<file path="src/design/mcu_bus_pkg.sv">
//********************************************************************
// bus and port types of the peripheral block
// wstrb only tells write from read, every write updates the full word
//********************************************************************
package mcu_bus_pkg;

	// cpu native memory bus, request side
	typedef struct packed {
		logic        valid;
		logic [31:0] addr;
		logic [31:0] wdata;
		logic [3:0]  wstrb; // nonzero means write
	} cpu_req_t;

	typedef struct packed {
		logic        ready; // one cycle pulse
		logic [31:0] rdata;
	} cpu_rsp_t;

	// one cycle access strobes into a single block
	typedef struct packed {
		logic        wr;
		logic        rd;
		logic [7:0]  offset; // byte address low bits
		logic [31:0] wdata;
	} reg_acc_t;

	// target dataslot command to the host
	typedef struct packed {
		logic        read;  // one cycle pulse
		logic        write; // one cycle pulse
		logic [15:0] id;
		logic [31:0] slotoffset;
		logic [31:0] bridgeaddr;
		logic [31:0] length;
	} dataslot_cmd_t;

	typedef struct packed {
		logic       ack;  // command running
		logic       done; // command finished
		logic [2:0] err;  // zero is ok
	} dataslot_stat_t;

	typedef struct packed {
		logic        valid; // clk_sys pulse
		logic [15:0] id;
		logic [31:0] size;
	} dataslot_upd_t;

	// hps io bus
	typedef struct packed {
		logic        uio;
		logic        fpga;
		logic        strobe;
		logic [15:0] dout;
	} hps_out_t;

	typedef struct packed {
		logic        wait_io;
		logic [15:0] din;
		logic        wide; // 1 = 16 bit host
	} hps_in_t;

	// io register as the cpu writes it
	typedef struct packed {
		logic [10:0] rsvd_hi;
		logic        ss2;
		logic        ss1;
		logic        ss0;
		logic        clk;
		logic        rsvd_16;
		logic [15:0] dout;
	} io_wr_view_t;

	// io register as the cpu reads it
	typedef struct packed {
		logic [13:0] rsvd_hi;
		logic        ack;
		logic        wide;
		logic [15:0] din;
	} io_rd_view_t;

	typedef union packed {
		io_wr_view_t wr;
		io_rd_view_t rd;
	} io_word_u;

endpackage

</file>
<file path="src/design/mcu_map_pkg.sv">
//********************************************************************
// register page of the peripheral block, addresses 0xFFFF_FF00 upward
// page offsets below 0x80 are unmapped, they answer with zero data
//********************************************************************
package mcu_map_pkg;

	// upper 24 address bits of the register page
	localparam logic [23:0] reg_page = 24'hFFFFFF;

	// block select codes
	localparam logic [1:0] blk_dataslot = 2'd0; // 0x80..0x9f
	localparam logic [1:0] blk_irq      = 2'd1; // 0xa0..0xbf
	localparam logic [1:0] blk_timer    = 2'd2; // 0xc0..0xcf
	localparam logic [1:0] blk_io       = 2'd3; // 0xd0 and up

	// lower bounds of the block windows
	localparam logic [7:0] base_dataslot = 8'h80;
	localparam logic [7:0] base_irq      = 8'hA0;
	localparam logic [7:0] base_timer    = 8'hC0;

	// dataslot command parameters
	localparam logic [7:0] off_slot_id    = 8'h80; // 16 bit id
	localparam logic [7:0] off_bridgeaddr = 8'h84;
	localparam logic [7:0] off_length     = 8'h88;
	localparam logic [7:0] off_slotoffset = 8'h8C;
	localparam logic [7:0] off_slot_ctrl  = 8'h90; // wr cmd pulses, rd status

	// tick period sits in the dataslot window but belongs to the timer
	localparam logic [7:0] off_tick_period = 8'h98;

	// update notice and interrupt
	localparam logic [7:0] off_irq      = 8'hB0; // read clears
	localparam logic [7:0] off_upd_id   = 8'hB4;
	localparam logic [7:0] off_upd_size = 8'hB8;

	// ms counter, write bit 0 to clear
	localparam logic [7:0] off_ms_count = 8'hC8;

	// hps strobe port, also start of the io window
	localparam logic [7:0] off_io = 8'hD0;

endpackage

</file>
<file path="src/design/dataslot_target.sv">
//********************************************************************
// dataslot command registers and update interrupt, clk_sys only
// an update arriving with the irq read wins, irq stays set
//********************************************************************
`timescale 1ns/100ps

module dataslot_target (
	input  logic                        clk_sys,
	input  logic                        reset_n,
	input  mcu_bus_pkg::reg_acc_t       acc_slot,
	input  mcu_bus_pkg::reg_acc_t       acc_upd,
	output logic [31:0]                 rdata_slot,
	output logic [31:0]                 rdata_upd,
	input  mcu_bus_pkg::dataslot_stat_t stat,
	input  mcu_bus_pkg::dataslot_upd_t  upd,
	output mcu_bus_pkg::dataslot_cmd_t  cmd,
	output logic                        irq
);

	logic [15:0] slot_id;
	logic [31:0] bridgeaddr;
	logic [31:0] length;
	logic [31:0] slotoffset;
	logic        cmd_read;
	logic        cmd_write;
	logic [15:0] upd_id;   // last update notice
	logic [31:0] upd_size;
	logic        ctrl_wr;

	assign ctrl_wr = acc_slot.wr && (acc_slot.offset == mcu_map_pkg::off_slot_ctrl);

	always_ff @(posedge clk_sys or negedge reset_n) begin
		if (!reset_n) begin
			slot_id    <= '0;
			bridgeaddr <= '0;
			length     <= '0;
			slotoffset <= '0;
			cmd_read   <= 1'b0;
			cmd_write  <= 1'b0;
			irq        <= 1'b0;
		end else begin
			cmd_read  <= ctrl_wr && acc_slot.wdata[0]; // one cycle after the wr
			cmd_write <= ctrl_wr && acc_slot.wdata[1];
			if (acc_slot.wr) begin
				case (acc_slot.offset)
					mcu_map_pkg::off_slot_id:    slot_id    <= acc_slot.wdata[15:0];
					mcu_map_pkg::off_bridgeaddr: bridgeaddr <= acc_slot.wdata;
					mcu_map_pkg::off_length:     length     <= acc_slot.wdata;
					mcu_map_pkg::off_slotoffset: slotoffset <= acc_slot.wdata;
					default: ;
				endcase
			end
			if (upd.valid)
				irq <= 1'b1; // set beats clear
			else if (acc_upd.rd && (acc_upd.offset == mcu_map_pkg::off_irq))
				irq <= 1'b0;
		end
	end

	always_ff @(posedge clk_sys) begin
		if (upd.valid) begin
			upd_id   <= upd.id;
			upd_size <= upd.size;
		end
	end

	always_comb begin
		case (acc_slot.offset)
			mcu_map_pkg::off_slot_id:    rdata_slot = {16'd0, slot_id};
			mcu_map_pkg::off_bridgeaddr: rdata_slot = bridgeaddr;
			mcu_map_pkg::off_length:     rdata_slot = length;
			mcu_map_pkg::off_slotoffset: rdata_slot = slotoffset;
			mcu_map_pkg::off_slot_ctrl:  rdata_slot = {27'd0, stat.ack, stat.done, stat.err};
			default:                     rdata_slot = 32'd0;
		endcase
		case (acc_upd.offset)
			mcu_map_pkg::off_irq:      rdata_upd = {31'd0, irq};
			mcu_map_pkg::off_upd_id:   rdata_upd = {16'd0, upd_id};
			mcu_map_pkg::off_upd_size: rdata_upd = upd_size;
			default:                   rdata_upd = 32'd0;
		endcase
	end

	assign cmd = '{read: cmd_read, write: cmd_write, id: slot_id, slotoffset: slotoffset,
		bridgeaddr: bridgeaddr, length: length};

endmodule

</file>
<file path="src/design/hps_io_port.sv">
//********************************************************************
// hps io strobe port, cpu toggles clk bit by register writes
// strobe holds while the host keeps wait_io high
//********************************************************************
`timescale 1ns/100ps

module hps_io_port (
	input  logic                  clk_sys,
	input  logic                  reset_n,
	input  mcu_bus_pkg::reg_acc_t acc,
	output logic [31:0]           rdata,
	input  mcu_bus_pkg::hps_in_t  hps_in,
	output mcu_bus_pkg::hps_out_t hps_out
);

	mcu_bus_pkg::io_word_u wr_word;
	mcu_bus_pkg::io_word_u rd_word;
	logic [15:0] dout;
	logic        io_clk;
	logic        ss0;
	logic        ss1;
	logic        ss2;
	logic        rack;   // io_clk as seen by the host
	logic        io_ack;
	logic        strobe;

	assign wr_word = acc.wdata; // write view of the same word
	assign strobe  = io_clk && !rack;

	always_ff @(posedge clk_sys or negedge reset_n) begin
		if (!reset_n) begin
			dout   <= '0;
			io_clk <= 1'b0;
			ss0    <= 1'b0;
			ss1    <= 1'b0;
			ss2    <= 1'b0;
			rack   <= 1'b0;
			io_ack <= 1'b0;
		end else begin
			if (acc.wr && (acc.offset == mcu_map_pkg::off_io)) begin
				dout   <= wr_word.wr.dout;
				io_clk <= wr_word.wr.clk;
				ss0    <= wr_word.wr.ss0;
				ss1    <= wr_word.wr.ss1;
				ss2    <= wr_word.wr.ss2;
			end
			// advance unless a strobe is pending and the host stalls
			if (!hps_in.wait_io || !strobe) begin
				rack   <= io_clk;
				io_ack <= rack; // one enable behind rack
			end
		end
	end

	always_comb begin
		rd_word    = '0;
		rd_word.rd.din  = hps_in.din;
		rd_word.rd.wide = hps_in.wide;
		rd_word.rd.ack  = io_ack;
		rdata = (acc.offset == mcu_map_pkg::off_io) ? rd_word : 32'd0;
	end

	assign hps_out = '{uio: ss2 && !ss1, fpga: ss0 && !ss1, strobe: strobe, dout: dout};

endmodule

</file>
<file path="src/design/mcu_periph_bus.sv">
//********************************************************************
// fixed two cycle latency, one request in flight, no back-pressure
// master must hold valid until ready and drop it or move on after
//********************************************************************
`timescale 1ns/100ps

module mcu_periph_bus (
	input  logic                  clk_sys,
	input  logic                  reset_n,
	input  mcu_bus_pkg::cpu_req_t cpu_req,
	output mcu_bus_pkg::cpu_rsp_t cpu_rsp,
	output mcu_bus_pkg::reg_acc_t acc_dataslot,
	output mcu_bus_pkg::reg_acc_t acc_timer,
	output mcu_bus_pkg::reg_acc_t acc_io,
	output mcu_bus_pkg::reg_acc_t acc_irq,
	input  logic [31:0]           rdata_dataslot,
	input  logic [31:0]           rdata_timer,
	input  logic [31:0]           rdata_io,
	input  logic [31:0]           rdata_irq
);

	logic        busy;        // request in flight
	logic        issue;
	logic [2:0]  dec;         // {hit, blk}
	logic        acc_cyc_q;   // access pulse cycle
	logic        acc_wr_q;
	logic        acc_rd_q;
	logic [1:0]  acc_blk_q;
	logic [7:0]  acc_off_q;
	logic [31:0] acc_wdata_q;
	logic        rsp_pend_q;  // read data captured, ready next
	logic        rsp_ready_q;
	logic [31:0] rsp_rdata_q;
	logic [31:0] rdata_sel;

	// page and block decode, hit is 0 outside the mapped windows
	function automatic logic [2:0] decode(input logic [31:0] addr);
		logic [7:0] off;
		logic       hit;
		logic [1:0] blk;
		off = addr[7:0];
		hit = (addr[31:8] == mcu_map_pkg::reg_page) && (off >= mcu_map_pkg::base_dataslot);
		if (off == mcu_map_pkg::off_tick_period)
			blk = mcu_map_pkg::blk_timer; // odd one out in the dataslot window
		else if (off >= mcu_map_pkg::off_io)
			blk = mcu_map_pkg::blk_io;
		else if (off >= mcu_map_pkg::base_timer)
			blk = mcu_map_pkg::blk_timer;
		else if (off >= mcu_map_pkg::base_irq)
			blk = mcu_map_pkg::blk_irq;
		else
			blk = mcu_map_pkg::blk_dataslot;
		return {hit, blk};
	endfunction

	assign dec   = decode(cpu_req.addr);
	assign issue = cpu_req.valid && !busy;

	// busy until the ready cycle has passed so a held valid is not reissued
	always_ff @(posedge clk_sys or negedge reset_n) begin
		if (!reset_n) begin
			busy <= 1'b0;
		end else if (issue) begin
			busy <= 1'b1;
		end else if (rsp_ready_q) begin
			busy <= 1'b0;
		end
	end

	// pipeline flags, edge N issue, N+1 capture, N+2 ready
	always_ff @(posedge clk_sys or negedge reset_n) begin
		if (!reset_n) begin
			acc_cyc_q   <= 1'b0;
			acc_wr_q    <= 1'b0;
			acc_rd_q    <= 1'b0;
			rsp_pend_q  <= 1'b0;
			rsp_ready_q <= 1'b0;
		end else begin
			acc_cyc_q   <= issue;
			acc_wr_q    <= issue && dec[2] && (|cpu_req.wstrb);
			acc_rd_q    <= issue && dec[2] && !(|cpu_req.wstrb);
			rsp_pend_q  <= acc_cyc_q;
			rsp_ready_q <= rsp_pend_q; // single pulse
		end
	end

	always_ff @(posedge clk_sys) begin
		if (issue) begin
			acc_blk_q   <= dec[1:0];
			acc_off_q   <= cpu_req.addr[7:0];
			acc_wdata_q <= cpu_req.wdata;
		end
		if (acc_cyc_q)
			rsp_rdata_q <= acc_rd_q ? rdata_sel : 32'd0; // zero on writes and misses
	end

	always_comb begin
		case (acc_blk_q)
			mcu_map_pkg::blk_dataslot: rdata_sel = rdata_dataslot;
			mcu_map_pkg::blk_timer:    rdata_sel = rdata_timer;
			mcu_map_pkg::blk_irq:      rdata_sel = rdata_irq;
			default:                   rdata_sel = rdata_io;
		endcase
	end

	// only the selected block sees a strobe
	assign acc_dataslot = '{wr: acc_wr_q && (acc_blk_q == mcu_map_pkg::blk_dataslot),
				rd: acc_rd_q && (acc_blk_q == mcu_map_pkg::blk_dataslot),
				offset: acc_off_q, wdata: acc_wdata_q};
	assign acc_timer    = '{wr: acc_wr_q && (acc_blk_q == mcu_map_pkg::blk_timer),
				rd: acc_rd_q && (acc_blk_q == mcu_map_pkg::blk_timer),
				offset: acc_off_q, wdata: acc_wdata_q};
	assign acc_io       = '{wr: acc_wr_q && (acc_blk_q == mcu_map_pkg::blk_io),
				rd: acc_rd_q && (acc_blk_q == mcu_map_pkg::blk_io),
				offset: acc_off_q, wdata: acc_wdata_q};
	assign acc_irq      = '{wr: acc_wr_q && (acc_blk_q == mcu_map_pkg::blk_irq),
				rd: acc_rd_q && (acc_blk_q == mcu_map_pkg::blk_irq),
				offset: acc_off_q, wdata: acc_wdata_q};

	assign cpu_rsp = '{ready: rsp_ready_q, rdata: rsp_rdata_q};

endmodule

</file>
<file path="src/design/mcu_periph_top.sv">
//********************************************************************
// peripheral block on the cpu native bus, single clock clk_sys
// ds_upd.valid must already be a clk_sys pulse
//********************************************************************
`timescale 1ns/100ps

module mcu_periph_top (
	input  logic                        clk_sys,
	input  logic                        reset_n,
	input  mcu_bus_pkg::cpu_req_t       cpu_req,
	output mcu_bus_pkg::cpu_rsp_t       cpu_rsp,
	output mcu_bus_pkg::dataslot_cmd_t  ds_cmd,
	input  mcu_bus_pkg::dataslot_stat_t ds_stat,
	input  mcu_bus_pkg::dataslot_upd_t  ds_upd,
	output logic                        irq,
	input  mcu_bus_pkg::hps_in_t        hps_in,
	output mcu_bus_pkg::hps_out_t       hps_out
);

	mcu_bus_pkg::reg_acc_t acc_dataslot;
	mcu_bus_pkg::reg_acc_t acc_timer;
	mcu_bus_pkg::reg_acc_t acc_io;
	mcu_bus_pkg::reg_acc_t acc_irq;
	logic [31:0] rdata_dataslot;
	logic [31:0] rdata_timer;
	logic [31:0] rdata_io;
	logic [31:0] rdata_irq;

	mcu_periph_bus u_bus (
		.clk_sys        (clk_sys),
		.reset_n        (reset_n),
		.cpu_req        (cpu_req),
		.cpu_rsp        (cpu_rsp),
		.acc_dataslot   (acc_dataslot),
		.acc_timer      (acc_timer),
		.acc_io         (acc_io),
		.acc_irq        (acc_irq),
		.rdata_dataslot (rdata_dataslot),
		.rdata_timer    (rdata_timer),
		.rdata_io       (rdata_io),
		.rdata_irq      (rdata_irq)
	);

	// irq window lands in the dataslot block too
	dataslot_target u_dataslot (
		.clk_sys    (clk_sys),
		.reset_n    (reset_n),
		.acc_slot   (acc_dataslot),
		.acc_upd    (acc_irq),
		.rdata_slot (rdata_dataslot),
		.rdata_upd  (rdata_irq),
		.stat       (ds_stat),
		.upd        (ds_upd),
		.cmd        (ds_cmd),
		.irq        (irq)
	);

	ms_timer u_timer (
		.clk_sys (clk_sys),
		.reset_n (reset_n),
		.acc     (acc_timer),
		.rdata   (rdata_timer)
	);

	hps_io_port u_io (
		.clk_sys (clk_sys),
		.reset_n (reset_n),
		.acc     (acc_io),
		.rdata   (rdata_io),
		.hps_in  (hps_in),
		.hps_out (hps_out)
	);

endmodule

</file>
<file path="src/design/ms_timer.sv">
//********************************************************************
// ms counter steps every tick_period+1 clk_sys cycles
// tick_period is 0 after reset so the count runs at clock rate
//********************************************************************
`timescale 1ns/100ps

module ms_timer (
	input  logic                  clk_sys,
	input  logic                  reset_n,
	input  mcu_bus_pkg::reg_acc_t acc,
	output logic [31:0]           rdata
);

	logic [31:0] tick_period;
	logic [31:0] tick_cnt;
	logic [31:0] ms_count;
	logic        clr;

	assign clr = acc.wr && (acc.offset == mcu_map_pkg::off_ms_count) && acc.wdata[0];

	always_ff @(posedge clk_sys or negedge reset_n) begin
		if (!reset_n) begin
			tick_period <= '0;
			tick_cnt    <= '0;
			ms_count    <= '0;
		end else begin
			if (acc.wr && (acc.offset == mcu_map_pkg::off_tick_period))
				tick_period <= acc.wdata;
			if (clr) begin
				tick_cnt <= '0; // both zero next cycle
				ms_count <= '0;
			end else if (tick_cnt >= tick_period) begin
				tick_cnt <= '0; // >= so a shorter period takes effect at once
				ms_count <= ms_count + 32'd1;
			end else begin
				tick_cnt <= tick_cnt + 32'd1;
			end
		end
	end

	always_comb begin
		case (acc.offset)
			mcu_map_pkg::off_tick_period: rdata = tick_period;
			mcu_map_pkg::off_ms_count:    rdata = ms_count;
			default:                      rdata = 32'd0;
		endcase
	end

endmodule

</file>
<file path="config.mk">
export PLATFORM = sky130hd
export DESIGN_NAME = mcu_periph_top
export DESIGN_NICKNAME = d
export VERILOG_FILES = /design/src/design/mcu_bus_pkg.sv /design/src/design/mcu_map_pkg.sv /design/src/design/dataslot_target.sv /design/src/design/hps_io_port.sv /design/src/design/mcu_periph_bus.sv /design/src/design/mcu_periph_top.sv /design/src/design/ms_timer.sv
export SDC_FILE = /design/constraint.sdc
export NUM_CORES = 1
export LEC_CHECK = 0
export ABC_AREA = 1
export BUFFER_PORTS_ARGS = -buffer_cell sky130_fd_sc_hd__buf_2
export CORE_MARGIN = 2
export CORE_UTILIZATION = 50
export CTS_BUF_LIST = sky130_fd_sc_hd__clkbuf_8
export DETAILED_ROUTE_END_ITERATION = 8
export GPL_ROUTABILITY_DRIVEN = 0
export PLACE_DENSITY = 0.82
export SLEW_MARGIN = 20
export SYNTH_ARGS = -nofsm -noshare
export SYNTH_HDL_FRONTEND = slang
export SYNTH_SLANG_ARGS = --single-unit
export TNS_END_PERCENT = 5
</file>
<file path="constraint.sdc">
create_clock -name clk_sys -period 2.23 [get_ports clk_sys]
set_input_delay 0.3345 -clock clk_sys [delete_from_list [all_inputs] [get_ports clk_sys]]
set_output_delay 0.3345 -clock clk_sys [all_outputs]
set_load 0.02 [all_outputs]
</file>
### After elaboration in Yosys (flattened, before gate mapping)

Cells that the tools add are included.

| cells by class | value |
|---|---|
| equal/unequal tests | 16 |
| add/subtract/negate cells | 2 |
| magnitude comparators | 5 |
| reduce and logical (&&, ||, !) cells | 37 |
| mux-type cells | 16 |

Operators by type and width:

| operator | number |
|---|---|
| 32-bit one-hot mux with 3 select lines | 2 |
| 32-bit one-hot mux with 5 select lines | 1 |
| 32-bit two-way mux | 4 |
| 8-bit equality test (second input constant) | 12 |
| 32-bit by 1-bit adder with 32-bit output (second input constant) | 2 |
| 32-bit one-hot mux with 2 select lines | 1 |
| 32-bit >= comparator | 1 |
| 8-bit >= comparator (second input constant) | 4 |
| 24-bit equality test (second input constant) | 1 |
| 1-bit logical AND | 20 |
| 18-bit two-way mux | 1 |
| 2-bit AND reduction | 4 |
| 1-bit two-way mux | 7 |
| 1-bit zero test | 6 |
| 2-bit nonzero test | 3 |
| 2-bit equality test (second input constant) | 2 |
| 4-bit OR reduction | 1 |
| 3-bit OR reduction | 1 |
| 2-bit by 1-bit equality test with 1-bit output (second input constant) | 1 |
| 2-bit zero test | 1 |
| 1-bit logical OR | 1 |

| storage, ports and cells | value |
|---|---|
| logic and storage cells | 106 |
| bits in registers | 361 |
| input bits | 143 |
| output and inout port bits | 167 |

### Depth between registers and ports, before layout

| logic depth | value |
|---|---|
| depth in word-level cells | 5 |
| depth in mapped cells | 16 |
| gate-level depth less buffers | 15 |

### Modules after synthesis

Synthesis repeated with hierarchy kept, for this count alone.

| second synthesis, totals | value |
|---|---|
| cell total of the unflattened synthesis | 2447 |
| area, all modules | 19806.5 um2 |

By module, submodules not included:

| module | sequential area each (um2) | instances | area an instance (um2) | cells each |
|---|---|---|---|---|
| dataslot_target | 4319.1 | 1 | 7526.0 | 849 |
| ms_timer | 2402.3 | 1 | 6359.8 | 925 |
| mcu_periph_bus | 2372.3 | 1 | 4548.1 | 505 |
| hps_io_port | 550.5 | 1 | 1372.6 | 168 |

### Worst setup path before layout

OpenSTA, ideal clock, no wires.

| timing | value |
|---|---|
| kind | flip-flop to flip-flop |
| start point | register u_bus.busy |
| end point | register u_bus.acc_rd_q |
| clock period less this slack | 1.871 ns |
| path buffers | 0 |
| cell stages (with the launch flop) | 8 |
| data required time | 2.158 ns |
| slack | 0.359 ns |
| arrival | 1.799 ns |
| setup time | 0.072 ns |
| path through | dfrtp_1 inv_1 nand2_1 inv_1 nand3_1 nor4_1 nand2_1 nor2_1 |

| on the way | value |
|---|---|
| longest elaborated chain between the ends | 4 |

Ends and longest elaborated chain:

| element | line | RTL |
|---|---|---|
| from (decl) | mcu_periph_bus.sv:22 | `logic busy;` |
| from (signal assigned) | mcu_periph_bus.sv:62 | `busy <= 1'b0;` |
| from (signal assigned) | mcu_periph_bus.sv:64 | `busy <= 1'b1;` |
| from (signal assigned) | mcu_periph_bus.sv:66 | `busy <= 1'b0;` |
| 1-bit zero test | mcu_periph_bus.sv:57 | `assign issue = cpu_req.valid && !busy;` |
| 1-bit logical AND | mcu_periph_bus.sv:57 |  |
| net u_bus.issue | mcu_periph_bus.sv:23 | `logic issue;` |
| 1-bit logical AND (2 in series) | mcu_periph_bus.sv:81 | `acc_rd_q <= issue && dec[2] && !(\|cpu_req.wstrb);` |
| to (signal assigned) | mcu_periph_bus.sv:81 |  |
| to (decl) | mcu_periph_bus.sv:27 | `logic acc_rd_q;` |

The timed path passes the listed nets, and every way through them passes these cells.
A chain may end at the register's enable or synchronous reset.

### Final worst setup path

| timing | value |
|---|---|
| start point | register u_bus.acc_off_q[7] |
| end point | register u_bus.rsp_rdata_q[6], data pin |

| on the way | value |
|---|---|
| longest elaborated chain between the ends | 3 |
| elaborated cells on any way between the ends | 16 |
| those cells by class | eq/ne (11); mux (5) |

Ends and longest elaborated chain:

| element | line | RTL |
|---|---|---|
| from (decl) | mcu_periph_bus.sv:29 | `logic [7:0] acc_off_q;` |
| from (signal assigned) | mcu_periph_bus.sv:90 | `acc_off_q <= cpu_req.addr[7:0];` |
| 8-bit equality test, on equally long branches | -- |  |
| 32-bit one-hot mux with 5 select lines (tied with other cells) | dataslot_target.sv:68 | `case (acc_slot.offset)` |
| 32-bit one-hot mux with 3 select lines (*) | mcu_periph_bus.sv:98 | `case (acc_blk_q)` |
| to (signal assigned) | mcu_periph_bus.sv:94 | `rsp_rdata_q <= acc_rd_q ? rdata_sel : 32'd0;` |
| to (decl) | mcu_periph_bus.sv:33 | `logic [31:0] rsp_rdata_q;` |

Every way passes the cells marked *; elsewhere a longest branch is shown, timed or not.

==> metrics.md <==
| Metric | Value |
|---|---|
| WL met3 | 7034 µm |
| Distinct cell type count after synthesis | 40 |
| Starting density of the core | 50.64% |
| Detail Placement HPWL | 42440 µm |
| ANT cells | 0 |
| Initial antenna violation count | 0 |
| Worst-Margin Slew | 0.7308 ns |
| Number of global-route vias before repair | 16680 |
| Routed Antenna Nets | 0 |
| Starting DRT DRC Count | 2725 |
| Total number of vias | 17060 |
| Drt total wl | 59810 µm |
| First-pass GRT wire length | 91160 µm |
| Crit path launch type | register |
| Sequential area share after synthesis | 55.27% |
| Final worst-path cycle share | 98.79% |
| Worst hold margin | 0.02944 ns |
| Worst path required time | 2.59 ns |
| P_leak | 10.15 nW |
| P&R area growth vs syn | 25.76% |
| Die H | 190.8 µm |
| Crit-path max FO | 9 |
| Hold Vio Cnt, Final | 0 |
| RSZ-0062 raised after global routing | true |
| Worst min path class | in -> reg |
| Sequential power share | 52.9% |
| Rel. slew slack | 50.83% |
| CTS max path bufs | 3 |
| Switch share | 22.40% |
| Num CTS Buffers | 57 |
| Ys Warns | 0 |
| Critical path capture point type | register |
| Syn avg cell area | 8.487 µm² |
| Row count | 68 |
| Met1 Wirelength | 21780 µm |
| CTS sink count | 361 |
| Clock Skews | 0.03550 ns |
| DR vias/cell | 5.693 |
| Power Internal | 10.20 mW |
| Max cap viols | 0 |
| Syn Inst Count | 2056 |
| Gate power share | 3.2% |
| Clock transition at the registers of the reported paths | 0.06 ns |
| IO Port Bufs | 309 |
| Clk network pwr share | 43.9% |
| Pin count of the biggest net entering global routing | 76 |
| Highest routed layer | met4 |
| Clk_lat worst skew | 0.64 ns |
| Core area | 0.03446 mm² |
| Min cycle time layout | 2.203 ns |
| Layout Nets | 2670 |
| Mapped Area | 0.01745 mm² |
| Pwr dens | 599.2 mW/mm² |
| Number of top-level pins | 310 |
| DIE AREA | 0.03641 mm² |
| Setup CP Type | reg -> reg |
| CTS H-tree depth | 2 |
| Met2 wire len | 27530 µm |
| WL/cell | 19.96 µm |
| Clk root buf | clkbuf_8 |
| F_max | 453.9 MHz |
| Final Power | 13.15 mW |
| Slew Viols, Final | 0 |
| Die X | 190.8 µm |
| Ratio of cells with drive above 1 in the final layout | 19.20% |
| Worst Path Arrival | 2.57 ns |
| 1st-pass router iterations | 7 |
| Gr ovfl total | 0 |
| DRC Markers | 0 |
| Maximum VDD drop | 0.0006023 V |
| CTS tree | built |
| Status | completed |
| Syn Nets | 2233 |
| NetSw | 2.946 mW |
| Register bit total from synthesis | 361 |
| Overall routing resource usage | 32.59% |
| Final setup violation count | 0 |
[Yosys cell counts, drive strengths merged]
master | number | share of area (%)
nor4 | 5 | 0.18
nor3b | 2 | 0.086
xnor2 | 10 | 0.50
inv | 182 | 3.9
xor2 | 24 | 1.2
a21o | 2 | 0.086
clkinv | 4 | 0.086
buf | 37 | 1.2
nor2 | 178 | 4.2
a21boi | 15 | 0.65
dfrtp | 239 | 34
ha | 34 | 2.4
o22ai | 6 | 0.22
a21oi | 44 | 1.3
edfxtp | 122 | 21
nand4 | 32 | 1.1
clkbuf | 44 | 0.95
nand3b | 3 | 0.13
o21a | 1 | 0.043
o21ai | 212 | 6.1
a31oi | 7 | 0.25
nand2 | 652 | 14
and2 | 1 | 0.036
nand3 | 164 | 4.8
o211a | 1 | 0.057
nor3 | 34 | 1.0
o2111ai | 1 | 0.050
[timing repair]
action,in CTS,in global routing
hold buffers,91,0
buffers inserted,0,0
gates resized for setup,0,9
endpoints found under the hold margin,156,0
setup endpoints to repair,0,107
[path summary, 6_finish.rpt]
check / slack (ns) / cells past startpoint / end / start
min: 0.03 / 4 / u_bus.acc_rd_q / cpu_req[2]
max reg2reg: 0.03 / 10 / u_bus.rsp_rdata_q[6] / u_bus.acc_off_q[7]
min in group asynchronous: 0.32 / 2 / u_timer.ms_count[17] / reset_n
max in group asynchronous: 1.22 / 3 / u_dataslot.slot_id[12] / reset_n
max: 0.03 / 10 / u_bus.rsp_rdata_q[6] / u_bus.acc_off_q[7]
min reg2reg: 0.35 / 0 / u_bus.rsp_ready_q / u_bus.rsp_pend_q
[routing by layer]
layer	global-route usage (%)	vias to the layer above
li1	-	7621
met1	42.16	7918
met2	51.35	1256
met3	7.674	267
met4	16.64	0
met5	0	-
[cells by family (layout without fill, tap and decap cells)]
group	after synthesis	in the layout	synth area share, %
AND/OR/NAND/NOR	1071	1071	25.69
flip-flops	361	361	55.27
adder cells (fa/ha/maj)	34	34	2.438
XOR/XNOR	34	34	1.707
AO/OA/AOI/OAI	289	289	8.712
buffers and inverters	267	753	6.181
[cell type report]
class,instances,area (µm²)
Clock buffer,73,1005
Fill cell,2660,12510
Tap cell,455,569.3
Timing Repair Buffer,459,3105
Sequential cell,361,9644
Inverter,186,706.9
Multi-Input combinational cell,1428,6740
Clock inverter,35,172.7
[worst max-delay path: stages, from the launching register on]
cell,delay [ns]
edfxtp_1,0.43
nand2_1,0.20
nor2_2,0.09
nand2_1,0.22
clkinvlp_4,0.25
nand2_1,0.10
nand2_1,0.09
nand2_1,0.08
nand2_1,0.12
a21oi_1,0.26
nor2_1,0.08
[cell usage in the layout (no fill, tap or decap), types with 7 or more instances in the layout]
master and count:
a21boi_0 10, a31oi_1 7, clkbuf_8 73, a21oi_1 43, dfrtp_1 239, nand4_1 32, inv_1 195, o21ai_0 198
dlygate4sd3_1 91, nand2_2 7, buf_12 15, nand3_1 162, nor2_1 166, inv_2 7, buf_2 308, buf_4 42
xor2_1 24, o21ai_1 14, xnor2_1 10, ha_1 34, clkinv_2 10, nand2_1 643, edfxtp_1 122, nor3_1 33
[power groups by stage]
| stage | combinational (mW) | sequential [mW] | clock [mW] |
|---|---|---|---|
| global route | 0.457 | 6.95 | 6.07 |
| global placement | 0.285 | 7.08 | 0 |
| CTS | 0.413 | 6.95 | 5.74 |
| floorplan | 0.00603 | 7.07 | 0 |
| detailed placement | 0.289 | 7.08 | 0 |
| finish | 0.425 | 6.96 | 5.77 |
[through the flow]
step | std cells | setup TNS, ns | utilization (%) | setup WS, ns | area (µm²)
CTS | 2997 | 0 | 63.60 | 0.07083 | 21920
floorplan | 2056 | 0 | - | 0.3588 | 17450
finish | 2997 | 0 | 63.68 | 0.02699 | 21940
global placement | 2798 | 0 | 57.54 | 0.1323 | 19830
global route | 2997 | -0.005424 | 63.68 | -0.005424 | 21940
detailed placement | 2798 | 0 | 57.54 | 0.08845 | 19830
[state kept, by name (all words and copies together) (netlist names), 2 cells and up]
name / cells
u_bus.rsp_rdata_q: 32
u_timer.ms_count: 32
u_dataslot.bridgeaddr: 32
u_dataslot.slot_id: 16
u_io.dout: 16
u_timer.tick_period: 32
u_dataslot.slotoffset: 32
u_timer.tick_cnt: 32
u_dataslot.upd_size: 32
u_bus.acc_wdata_q: 32
u_dataslot.upd_id: 16
u_bus.acc_blk_q: 2
u_bus.acc_off_q: 8
u_dataslot.length: 32
Power figures use the tool's default switching activity.
